==> src/hdl/cpu_types_pkg.sv <==
package cpu_types_pkg;

    ////////////////////////////////////////////////////////////////////////////
    // datapath widths
    ////////////////////////////////////////////////////////////////////////////

    // machine word width
    localparam int xlen = 32;

    // architectural register count
    localparam int num_regs = 8;

    // byte address into the tagged memory
    typedef logic [15:0] addr_t;

    // register and alu data
    typedef logic [xlen-1:0] data_t;

    // raw instruction word as wide as data
    typedef logic [xlen-1:0] inst_t;

    // register index wide enough for num_regs entries
    typedef logic [$clog2(num_regs)-1:0] reg_idx_t;

    ////////////////////////////////////////////////////////////////////////////
    // memory port
    ////////////////////////////////////////////////////////////////////////////

    // transaction tag
    // zero on the request cycle means memory busy
    typedef logic [3:0] mem_tag_t;

    // command to memory with only instruction loads here
    typedef enum logic [1:0] {
        mem_none = 2'h0,
        mem_load = 2'h1
    } mem_cmd_t;

endpackage

==> src/hdl/cpu_isa_pkg.sv <==
package cpu_isa_pkg;

    // fetch starts here after reset
    localparam cpu_types_pkg::addr_t reset_pc = 16'h0000;

    ////////////////////////////////////////////////////////////////////////////
    // instruction word layout
    ////////////////////////////////////////////////////////////////////////////

    localparam int op_msb  = 31;
    localparam int op_lsb  = 28;
    localparam int rd_msb  = 27;
    localparam int rd_lsb  = 25;
    localparam int rs1_msb = 24;
    localparam int rs1_lsb = 22;
    localparam int rs2_msb = 21;
    localparam int rs2_lsb = 19;
    localparam int imm_msb = 15;
    localparam int imm_lsb = 0;

    // signed immediate with branch offsets counted in words
    typedef logic signed [imm_msb-imm_lsb:0] imm_t;

    // any code not listed is illegal
    typedef enum logic [op_msb-op_lsb:0] {
        op_addi = 4'h0,
        op_add  = 4'h1,
        op_sub  = 4'h2,
        op_mul  = 4'h3,
        op_beq  = 4'h4,
        op_halt = 4'h5
    } opcode_t;

    typedef enum logic [1:0] {
        no_error      = 2'h0,
        halted_on_wfi = 2'h1,
        illegal_inst  = 2'h2
    } exc_code_t;

    // decode stage output held in the decode register
    typedef struct packed {
        logic                  valid;
        cpu_types_pkg::addr_t    pc;
        cpu_types_pkg::addr_t    npc;
        opcode_t               op;
        cpu_types_pkg::reg_idx_t rd;
        cpu_types_pkg::reg_idx_t rs1;
        cpu_types_pkg::reg_idx_t rs2;
        imm_t                  imm;
        logic                  writes_rd;
        logic                  illegal;
    } decode_pkt_t;

endpackage

==> src/hdl/if_id_if.sv <==
`timescale 1ns/1ns

// fetch to decode bundle
// one copy on each side of the if/id register
interface if_id_if;

    logic                 valid;
    cpu_types_pkg::addr_t pc;
    cpu_types_pkg::addr_t npc;
    cpu_types_pkg::inst_t inst;

    // producer side
    modport fetch_mp (
        output valid, pc, npc, inst
    );

    // consumer side
    modport decode_mp (
        input valid, pc, npc, inst
    );

endinterface

==> src/hdl/stage_fetch.sv <==
`timescale 1ns/1ns

module stage_fetch (
    input  logic                     clock,
    input  logic                     rst_n,
    input  logic                     stall,
    input  logic                     squash,
    input  cpu_types_pkg::addr_t     redirect_pc,
    input  logic                     halt,
    input  cpu_types_pkg::mem_tag_t  mem_txn_tag,
    input  cpu_types_pkg::data_t     mem_data,
    input  cpu_types_pkg::mem_tag_t  mem_data_tag,
    output cpu_types_pkg::mem_cmd_t  mem_cmd,
    output cpu_types_pkg::addr_t     mem_addr,
    if_id_if.fetch_mp                fetch
);

    // pc of the word being fetched or held
    cpu_types_pkg::addr_t    pc;
    cpu_types_pkg::addr_t    next_pc;
    // tag of the one request in flight
    logic                    pending;
    cpu_types_pkg::mem_tag_t pend_tag;
    // captured word waiting for decode
    logic                    out_valid;
    cpu_types_pkg::inst_t    word;
    // low through reset to keep the bus quiet
    logic                    active;

    logic take;
    logic req;
    logic hit;

    assign next_pc = pc + 16'd4;

    // held word goes into if/id this cycle
    assign take = out_valid && !stall;

    // new request when nothing is in flight and fetch is neither halted nor redirecting
    // a stall also blocks it
    assign req = active && !pending && !halt && !squash && !stall;

    // response for the outstanding tag
    assign hit = pending && (mem_data_tag == pend_tag) && !squash;

    ////////////////////////////////////////////////////////////////////////////
    // memory request
    ////////////////////////////////////////////////////////////////////////////

    assign mem_cmd  = req ? cpu_types_pkg::mem_load : cpu_types_pkg::mem_none;
    // when the held word leaves this cycle, ask for the one after it
    assign mem_addr = take ? next_pc : pc;

    ////////////////////////////////////////////////////////////////////////////
    // pc and tag tracking
    ////////////////////////////////////////////////////////////////////////////

    always_ff @(posedge clock) begin
        if (!rst_n) begin
            pc        <= cpu_isa_pkg::reset_pc;
            pending   <= 1'b0;
            pend_tag  <= '0;
            out_valid <= 1'b0;
            active    <= 1'b0;
        end else begin
            active <= 1'b1;
            if (squash) begin
                // abandon whatever is in flight or held
                pc        <= redirect_pc;
                pending   <= 1'b0;
                pend_tag  <= '0;
                out_valid <= 1'b0;
            end else begin
                if (take) begin
                    pc        <= next_pc;
                    out_valid <= 1'b0;
                end
                // nonzero tag means accepted
                if (req && (mem_txn_tag != '0)) begin
                    pending  <= 1'b1;
                    pend_tag <= mem_txn_tag;
                end
                if (hit) begin
                    pending   <= 1'b0;
                    pend_tag  <= '0;
                    out_valid <= 1'b1;
                end
            end
        end
    end

    // instruction payload
    always_ff @(posedge clock) begin
        if (hit) begin
            word <= mem_data;
        end
    end

    assign fetch.valid = out_valid;
    assign fetch.pc    = pc;
    assign fetch.npc   = next_pc;
    assign fetch.inst  = word;

endmodule

==> src/hdl/stage_decode.sv <==
`timescale 1ns/1ns

module stage_decode (
    if_id_if.decode_mp               inst_in,
    output cpu_isa_pkg::decode_pkt_t pkt
);

    cpu_types_pkg::inst_t inst;
    cpu_isa_pkg::opcode_t op;
    cpu_types_pkg::reg_idx_t rd;
    logic known;
    logic alu_op;

    assign inst = inst_in.inst;

    ////////////////////////////////////////////////////////////////////////////
    // field slicing
    ////////////////////////////////////////////////////////////////////////////

    assign op = cpu_isa_pkg::opcode_t'(inst[cpu_isa_pkg::op_msb:cpu_isa_pkg::op_lsb]);
    assign rd = inst[cpu_isa_pkg::rd_msb:cpu_isa_pkg::rd_lsb];

    // classify the opcode
    always_comb begin
        known  = 1'b1;
        alu_op = 1'b0;
        case (op)
            cpu_isa_pkg::op_addi,
            cpu_isa_pkg::op_add,
            cpu_isa_pkg::op_sub,
            cpu_isa_pkg::op_mul: begin
                alu_op = 1'b1;
            end
            cpu_isa_pkg::op_beq,
            cpu_isa_pkg::op_halt: begin
                alu_op = 1'b0;
            end
            default: begin
                // unlisted code
                known = 1'b0;
            end
        endcase
    end

    ////////////////////////////////////////////////////////////////////////////
    // packet
    ////////////////////////////////////////////////////////////////////////////

    always_comb begin
        pkt.valid = inst_in.valid;
        pkt.pc    = inst_in.pc;
        pkt.npc   = inst_in.npc;
        pkt.op    = op;
        pkt.rd    = rd;
        pkt.rs1   = inst[cpu_isa_pkg::rs1_msb:cpu_isa_pkg::rs1_lsb];
        pkt.rs2   = inst[cpu_isa_pkg::rs2_msb:cpu_isa_pkg::rs2_lsb];
        pkt.imm   = inst[cpu_isa_pkg::imm_msb:cpu_isa_pkg::imm_lsb];
        // r0 writes are dropped here
        pkt.writes_rd = inst_in.valid && alu_op && (rd != '0);
        pkt.illegal   = inst_in.valid && !known;
    end

endmodule

==> src/hdl/exec_commit.sv <==
`timescale 1ns/1ns

module exec_commit (
    input  logic                     clock,
    input  logic                     rst_n,
    input  cpu_isa_pkg::decode_pkt_t pkt,
    input  cpu_types_pkg::data_t     rs1_data,
    input  cpu_types_pkg::data_t     rs2_data,
    output cpu_types_pkg::reg_idx_t  rs1_idx,
    output cpu_types_pkg::reg_idx_t  rs2_idx,
    output logic                     wr_en,
    output cpu_types_pkg::reg_idx_t  wr_idx,
    output cpu_types_pkg::data_t     wr_data,
    output logic                     structural_hazard,
    output logic                     squash,
    output cpu_types_pkg::addr_t     redirect_pc,
    output logic                     halt,
    output logic                     completed,
    output cpu_isa_pkg::exc_code_t   error_status,
    output cpu_types_pkg::addr_t     commit_npc
);

    // multiply sequencer
    typedef enum logic {
        st_idle,
        st_mul_wait
    } mul_state_t;

    mul_state_t state;
    cpu_types_pkg::data_t mul_q;
    cpu_types_pkg::data_t imm_ext;
    logic halted;
    cpu_isa_pkg::exc_code_t err_q;
    cpu_isa_pkg::exc_code_t cur_err;

    logic live;
    logic is_mul;
    logic commit_now;
    logic stop_now;

    assign rs1_idx = pkt.rs1;
    assign rs2_idx = pkt.rs2;

    // nothing runs once halted
    assign live   = pkt.valid && !halted;
    assign is_mul = live && !pkt.illegal && (pkt.op == cpu_isa_pkg::op_mul);

    // first mul cycle holds the front end
    assign structural_hazard = is_mul && (state == st_idle);
    assign commit_now = live && !structural_hazard;

    ////////////////////////////////////////////////////////////////////////////
    // alu
    ////////////////////////////////////////////////////////////////////////////

    assign imm_ext = {{(cpu_types_pkg::xlen-16){pkt.imm[15]}}, pkt.imm};

    always_comb begin
        case (pkt.op)
            cpu_isa_pkg::op_addi: wr_data = rs1_data + imm_ext;
            cpu_isa_pkg::op_add:  wr_data = rs1_data + rs2_data;
            cpu_isa_pkg::op_sub:  wr_data = rs1_data - rs2_data;
            cpu_isa_pkg::op_mul:  wr_data = mul_q;
            default:              wr_data = '0;
        endcase
    end

    assign wr_en  = commit_now && pkt.writes_rd;
    assign wr_idx = pkt.rd;

    ////////////////////////////////////////////////////////////////////////////
    // branch resolve
    ////////////////////////////////////////////////////////////////////////////

    // target is pc plus four times the word offset
    assign redirect_pc = pkt.pc + {pkt.imm[13:0], 2'b00};
    assign squash = commit_now && !pkt.illegal && (pkt.op == cpu_isa_pkg::op_beq) &&
                    (rs1_data == rs2_data);
    assign commit_npc = squash ? redirect_pc : pkt.npc;

    ////////////////////////////////////////////////////////////////////////////
    // commit and exceptions
    ////////////////////////////////////////////////////////////////////////////

    always_comb begin
        if (pkt.illegal) begin
            cur_err = cpu_isa_pkg::illegal_inst;
        end else if (pkt.op == cpu_isa_pkg::op_halt) begin
            cur_err = cpu_isa_pkg::halted_on_wfi;
        end else begin
            cur_err = cpu_isa_pkg::no_error;
        end
    end

    assign stop_now     = commit_now && (cur_err != cpu_isa_pkg::no_error);
    assign completed    = commit_now;
    // halt also reaches fetch in the commit cycle
    assign halt         = halted || stop_now;
    assign error_status = halted ? err_q : (commit_now ? cur_err : cpu_isa_pkg::no_error);

    always_ff @(posedge clock) begin
        if (!rst_n) begin
            state  <= st_idle;
            halted <= 1'b0;
            err_q  <= cpu_isa_pkg::no_error;
        end else begin
            // mul_wait always lasts one cycle
            state <= structural_hazard ? st_mul_wait : st_idle;
            if (stop_now) begin
                halted <= 1'b1;
                err_q  <= cur_err;
            end
        end
    end

    // low word of the product
    always_ff @(posedge clock) begin
        if (structural_hazard) begin
            mul_q <= rs1_data * rs2_data;
        end
    end

endmodule

==> src/hdl/reg_file.sv <==
`timescale 1ns/1ns

module reg_file (
    input  logic                    clock,
    input  logic                    rst_n,
    input  cpu_types_pkg::reg_idx_t rs1_idx,
    input  cpu_types_pkg::reg_idx_t rs2_idx,
    output cpu_types_pkg::data_t    rs1_data,
    output cpu_types_pkg::data_t    rs2_data,
    input  logic                    wr_en,
    input  cpu_types_pkg::reg_idx_t wr_idx,
    input  cpu_types_pkg::data_t    wr_data
);

    cpu_types_pkg::data_t regs [cpu_types_pkg::num_regs];

    // write port that never writes r0
    always_ff @(posedge clock) begin
        if (!rst_n) begin
            for (int i = 0; i < cpu_types_pkg::num_regs; i++) begin
                regs[i] <= '0;
            end
        end else if (wr_en && (wr_idx != '0)) begin
            regs[wr_idx] <= wr_data;
        end
    end

    // async reads
    // r0 reads zero
    assign rs1_data = (rs1_idx == '0) ? '0 : regs[rs1_idx];
    assign rs2_data = (rs2_idx == '0) ? '0 : regs[rs2_idx];

endmodule

==> src/hdl/cpu.sv <==
`timescale 1ns/1ns

module cpu (
    input  logic                    clock,
    input  logic                    rst_n,
    input  cpu_types_pkg::mem_tag_t mem2proc_transaction_tag,
    input  cpu_types_pkg::data_t    mem2proc_data,
    input  cpu_types_pkg::mem_tag_t mem2proc_data_tag,
    output cpu_types_pkg::mem_cmd_t proc2mem_command,
    output cpu_types_pkg::addr_t    proc2mem_addr,
    output logic                    completed_insts,
    output cpu_isa_pkg::exc_code_t  error_status,
    output cpu_types_pkg::reg_idx_t commit_wr_idx,
    output cpu_types_pkg::data_t    commit_wr_data,
    output logic                    commit_wr_en,
    output cpu_types_pkg::addr_t    commit_npc
);

    ////////////////////////////////////////////////////////////////////////////
    // pipeline wires
    ////////////////////////////////////////////////////////////////////////////

    logic structural_hazard;
    logic squash;
    logic halt;
    logic stall;
    cpu_types_pkg::addr_t redirect_pc;

    // fetch output and if/id register contents
    if_id_if if_fetch ();
    if_id_if if_reg ();

    cpu_isa_pkg::decode_pkt_t id_pkt;
    cpu_isa_pkg::decode_pkt_t ex_pkt;

    cpu_types_pkg::reg_idx_t rs1_idx;
    cpu_types_pkg::reg_idx_t rs2_idx;
    cpu_types_pkg::data_t    rs1_data;
    cpu_types_pkg::data_t    rs2_data;

    // squash wins over the mul stall
    assign stall = squash ? 1'b0 : structural_hazard;

    stage_fetch fetch_i (
        .clock        (clock),
        .rst_n        (rst_n),
        .stall        (stall),
        .squash       (squash),
        .redirect_pc  (redirect_pc),
        .halt         (halt),
        .mem_txn_tag  (mem2proc_transaction_tag),
        .mem_data     (mem2proc_data),
        .mem_data_tag (mem2proc_data_tag),
        .mem_cmd      (proc2mem_command),
        .mem_addr     (proc2mem_addr),
        .fetch        (if_fetch)
    );

    // if/id register loads whenever the front end is not stalled
    always_ff @(posedge clock) begin
        if (!rst_n || squash) begin
            if_reg.valid <= 1'b0;
        end else if (!stall) begin
            if_reg.valid <= if_fetch.valid;
        end
        if (!stall) begin
            if_reg.pc   <= if_fetch.pc;
            if_reg.npc  <= if_fetch.npc;
            if_reg.inst <= if_fetch.inst;
        end
    end

    stage_decode decode_i (
        .inst_in (if_reg),
        .pkt     (id_pkt)
    );

    // decode register with the same enable and clear
    always_ff @(posedge clock) begin
        if (!rst_n || squash) begin
            ex_pkt <= '0;
        end else if (!stall) begin
            ex_pkt <= id_pkt;
        end
    end

    ////////////////////////////////////////////////////////////////////////////
    // execute, commit and registers
    ////////////////////////////////////////////////////////////////////////////

    exec_commit exec_i (
        .clock             (clock),
        .rst_n             (rst_n),
        .pkt               (ex_pkt),
        .rs1_data          (rs1_data),
        .rs2_data          (rs2_data),
        .rs1_idx           (rs1_idx),
        .rs2_idx           (rs2_idx),
        .wr_en             (commit_wr_en),
        .wr_idx            (commit_wr_idx),
        .wr_data           (commit_wr_data),
        .structural_hazard (structural_hazard),
        .squash            (squash),
        .redirect_pc       (redirect_pc),
        .halt              (halt),
        .completed         (completed_insts),
        .error_status      (error_status),
        .commit_npc        (commit_npc)
    );

    // written from the commit port
    reg_file regs_i (
        .clock    (clock),
        .rst_n    (rst_n),
        .rs1_idx  (rs1_idx),
        .rs2_idx  (rs2_idx),
        .rs1_data (rs1_data),
        .rs2_data (rs2_data),
        .wr_en    (commit_wr_en),
        .wr_idx   (commit_wr_idx),
        .wr_data  (commit_wr_data)
    );

endmodule

==> config.mk <==
export PLATFORM = sky130hd
export DESIGN_NAME = cpu
export DESIGN_NICKNAME = d
export VERILOG_FILES = /design/src/hdl/cpu_types_pkg.sv /design/src/hdl/cpu_isa_pkg.sv /design/src/hdl/if_id_if.sv /design/src/hdl/stage_fetch.sv /design/src/hdl/stage_decode.sv /design/src/hdl/exec_commit.sv /design/src/hdl/reg_file.sv /design/src/hdl/cpu.sv
export SDC_FILE = /design/constraint.sdc
export NUM_CORES = 2
export LEC_CHECK = 0
export BUFFER_PORTS_ARGS = -buffer_cell sky130_fd_sc_hd__buf_2
export CORE_MARGIN = 2
export CORE_UTILIZATION = 60
export DETAILED_ROUTE_END_ITERATION = 6
export PLACE_DENSITY = 0.77
export RECOVER_POWER = 25
export SLEW_MARGIN = 30
export SYNTH_ARGS = -nofsm -noshare
export SYNTH_HDL_FRONTEND = slang
export SYNTH_SLANG_ARGS = --single-unit
export TNS_END_PERCENT = 30
==> constraint.sdc <==
create_clock -name clock -period 27 [get_ports clock]
set_clock_uncertainty 0.15 [all_clocks]
set_input_delay 1.35 -clock clock [delete_from_list [all_inputs] [get_ports clock]]
set_output_delay 1.35 -clock clock [all_outputs]
set_load 0.02 [all_outputs]
==> out/qor.txt <==
Cells after DPL - 4,856
DP Worst Slack - 16,460 ps
Ys flop type - edfxtp_1
Post-CTS Setup Repair Bufs - 0
Core area - 67,000 sq um
DRC - 0
Power Dens Cells - 58.8 nW/um^2
Leak Pwr - 18.7 nW
CP delay by family, top - adder cells
Critical path capture point type - flop
HPWL after DPL - 88.8 mm
Drt pass-1 iters - 7
Gr busiest metal - met2
Worst setup margin - 13,880 ps
Die height - 264 microns
CTS Hold Buffers Added - 0
Die W - 264 microns
Port bufs - 110
Post_cts resized - 0
CTS Buffer Depth - 3
Fin crit period - 13,120 ps
Maximum clock rate - 76.2 MHz
Clock insertion delay at the later pin of the skew report - 610 ps
Synthesized netlist cell count - 3,950
TritonCTS clock tree - done
Final hold slack - 265 ps
Switching share of power - 37.5%
Met3 usage - 8.54%
Worst ir drop on vdd - 0.0000659 V
Combinational share of power - 42.5%
Hold WC Path Type - flop to flop
First-pass GRT wire length - 188 mm
Slew @ Worst Pin - 3600 ps
I/O pin cnt - 115
Filler cell count - 5,243
Met1 Resource Use GR - 47.6%
Placer Congestion - 0.991
Total CTS buffers - 46
Max-cap violation count - 9
Failing checks - max-capacitance violations, max-slew violations
FF+latch count, synth - 472
Clock transition at path regs - 70 ps
Most common library cell in the layout ignoring fill and taps - nor2_1
Setup violations, final - 0
Seq/Total Area, Yosys - 32.6%
Switching power - 0.957 mW
Max Slew Vio Count - 403
Die area - 69,600 sq um
GRT Util Overall - 36.1%
Vias in the first global route - 31,100
Bufs and invs on worst path - 7
Final std cells w/o fill - 4,944
Worst-path fanout max - 35
Pint - 1.60 mW
Placed cell areas - 42,000 sq um
Worst slew margin - -140%
Sink Count - 472
Initial antenna violation count - 4
Cell mode on critical path - fa_1
Slowest CP cell - clkbuf_1
Hold Startpoint - fetch_i.fetch.inst[28]
Total grt overflow - 0
Startpoint Class - flop
Synthesis-to-finish area growth - 7.17%
Status - complete, but fails checks
Largest net degree at the start of global routing - 76
Most frequent cells in the layout - nor2_1 (580), nand2_1 (513), inv_1 (508)
Delay of the slowest critical-path stage - 2270 ps
Share of cells above drive strength 1 - 11.0%
WL per Instance - 25.1 microns
Clock network fraction of design power - 24.5%
Post-synth EDFFs - 376
Avg Vias per Cell - 6.25
Sequential Power Share - 33.0%
Crit Path Class - flop to flop
Initial Util - 60.5%
Cell Area, Synth - 40,500 sq um
H-tree depth - 2
Antenna violation net count after detailed routing - 0
Clk root buf - clkbuf_16
Site Rows - 95
Drt total wl - 124 mm
Setup TNS Final - 0 ps
PnR Total Power - 2.55 mW
Yosys warnings - 0
Net count, final - 4,701
Required @ worst endpoint - 27,210 ps
DRT iter0 DRCs - 3,644
Post-synthesis cell type count - 92
RSZ-0062 raised after global routing - false
Async S/R FF share, synth - 0%
Fin crit share - 48.6%
Design Area, Final - 43,400 sq um
Met2 Track Usage GR - 55.7%
Data arrival, critical path - 13,330 ps
Layout Utilization - 64.8%
Routed via count - 30,900
Post-Syn Area per Cell - 10.3 sq um
Final hold vios - 0
==> power by group through the flow <==
stage	registers (mW)	clock network (mW)	logic, mW
4_1_cts	0.843	0.627	1.07
3_3_place_gp	0.856	0	1.04
3_5_place_dp	0.858	0	1.05
6_report	0.843	0.624	1.09
2_1_floorplan	0.852	0	0.754
5_1_grt	0.845	0.653	1.19
==> worst reg2reg max path, delay by kind of cell, from the launching register on <==
kind / cells / cell delay (ps)
fa+ha+maj: 10 / 4660
mux: 1 / 750
flops: 1 / 1800
simple gates: 3 / 530
xor+xnor: 1 / 130
compound gates: 6 / 1690
buf+inv: 7 / 3150
==> per-layer routing <==
layer,vias up,wire (microns),share of wire [%]
met5,-,0,0
met4,0,7880,6.3
met3,454,16000,13
met2,2082,55200,44
met1,15200,45100,36
li1,13100,-,-
==> kinds of logic (layout without fill, tap and decap cells) <==
| kind of cell | after synthesis | count (layout) | share of synthesized area [%] |
|---|---|---|---|
| flip-flops | 472 | 472 | 32.6 |
| other | 1 | 35 | 0.00925 |
| XOR/XNOR | 174 | 174 | 3.78 |
| AO/OA/AOI/OAI | 465 | 465 | 7.56 |
| multiplexers | 166 | 166 | 8.23 |
| buffers and inverters | 722 | 809 | 7.26 |
| AND/OR/NAND/NOR | 1324 | 1324 | 13.6 |
| adder cells (fa/ha/maj) | 626 | 626 | 26.9 |
==> synthesized netlist by cell type (all sizes together) (19+ instances only) <==
| cell | n | area share [%] |
|---|---|---|
| nor2 | 589 | 5.5 |
| inv | 522 | 4.8 |
| nand2 | 518 | 4.8 |
| fa | 411 | 20 |
| edfxtp | 376 | 28 |
| ha | 215 | 6.6 |
| a21oi | 162 | 2.1 |
| clkbuf | 133 | 1.2 |
| mux4 | 128 | 7.2 |
| xnor2 | 125 | 2.7 |
| o21ai | 104 | 1.3 |
| dfxtp | 96 | 4.7 |
| buf | 62 | 1.1 |
| a21o | 49 | 0.91 |
| xor2 | 49 | 1.1 |
| nand2b | 46 | 0.71 |
| mux2i | 34 | 0.88 |
| nand3 | 30 | 0.37 |
| nor3 | 28 | 0.37 |
| and3 | 23 | 0.36 |
| o21bai | 19 | 0.35 |
==> worst paths after layout <==
kind                      endpoint  slack, ps  depth (start not counted)
hold / removal     if_reg.inst[28]        270                          0
setup reg to reg  exec_i.mul_q[31]      13880                         28
setup / recovery  exec_i.mul_q[31]      13880                         28
hold reg to reg    if_reg.inst[28]        270                          0
==> cell type report <==
type / count / area (sq um) / area share [%]
multi-input cells: 2788 / 24500 / 56.5
flip-flops and latches: 472 / 13200 / 30.4
inverters: 527 / 1980 / 4.56
clock buffers: 57 / 1220 / 2.82
repair buffers: 198 / 1180 / 2.71
well taps: 873 / 1090 / 2.51
clock inverters: 27 / 210 / 0.484
diodes: 2 / 5.00 / 0.0115
==> state kept, by name (all words and copies together) (netlist names), named ones only <==
name                 cells
if_reg.inst             29
exec_i.err_q             2
fetch_i.fetch.pc        16
exec_i.state             1
exec_i.mul_q            32
fetch_i.fetch.inst      29
exec_i.halted            1
if_reg.valid             1
fetch_i.fetch.valid      1
regs_i.regs            256
if_reg.npc              14
fetch_i.pending          1
ex_pkt                  62
if_reg.pc               16
fetch_i.pend_tag         4
fetch_i.active           1
Power figures use the tool's default switching activity.
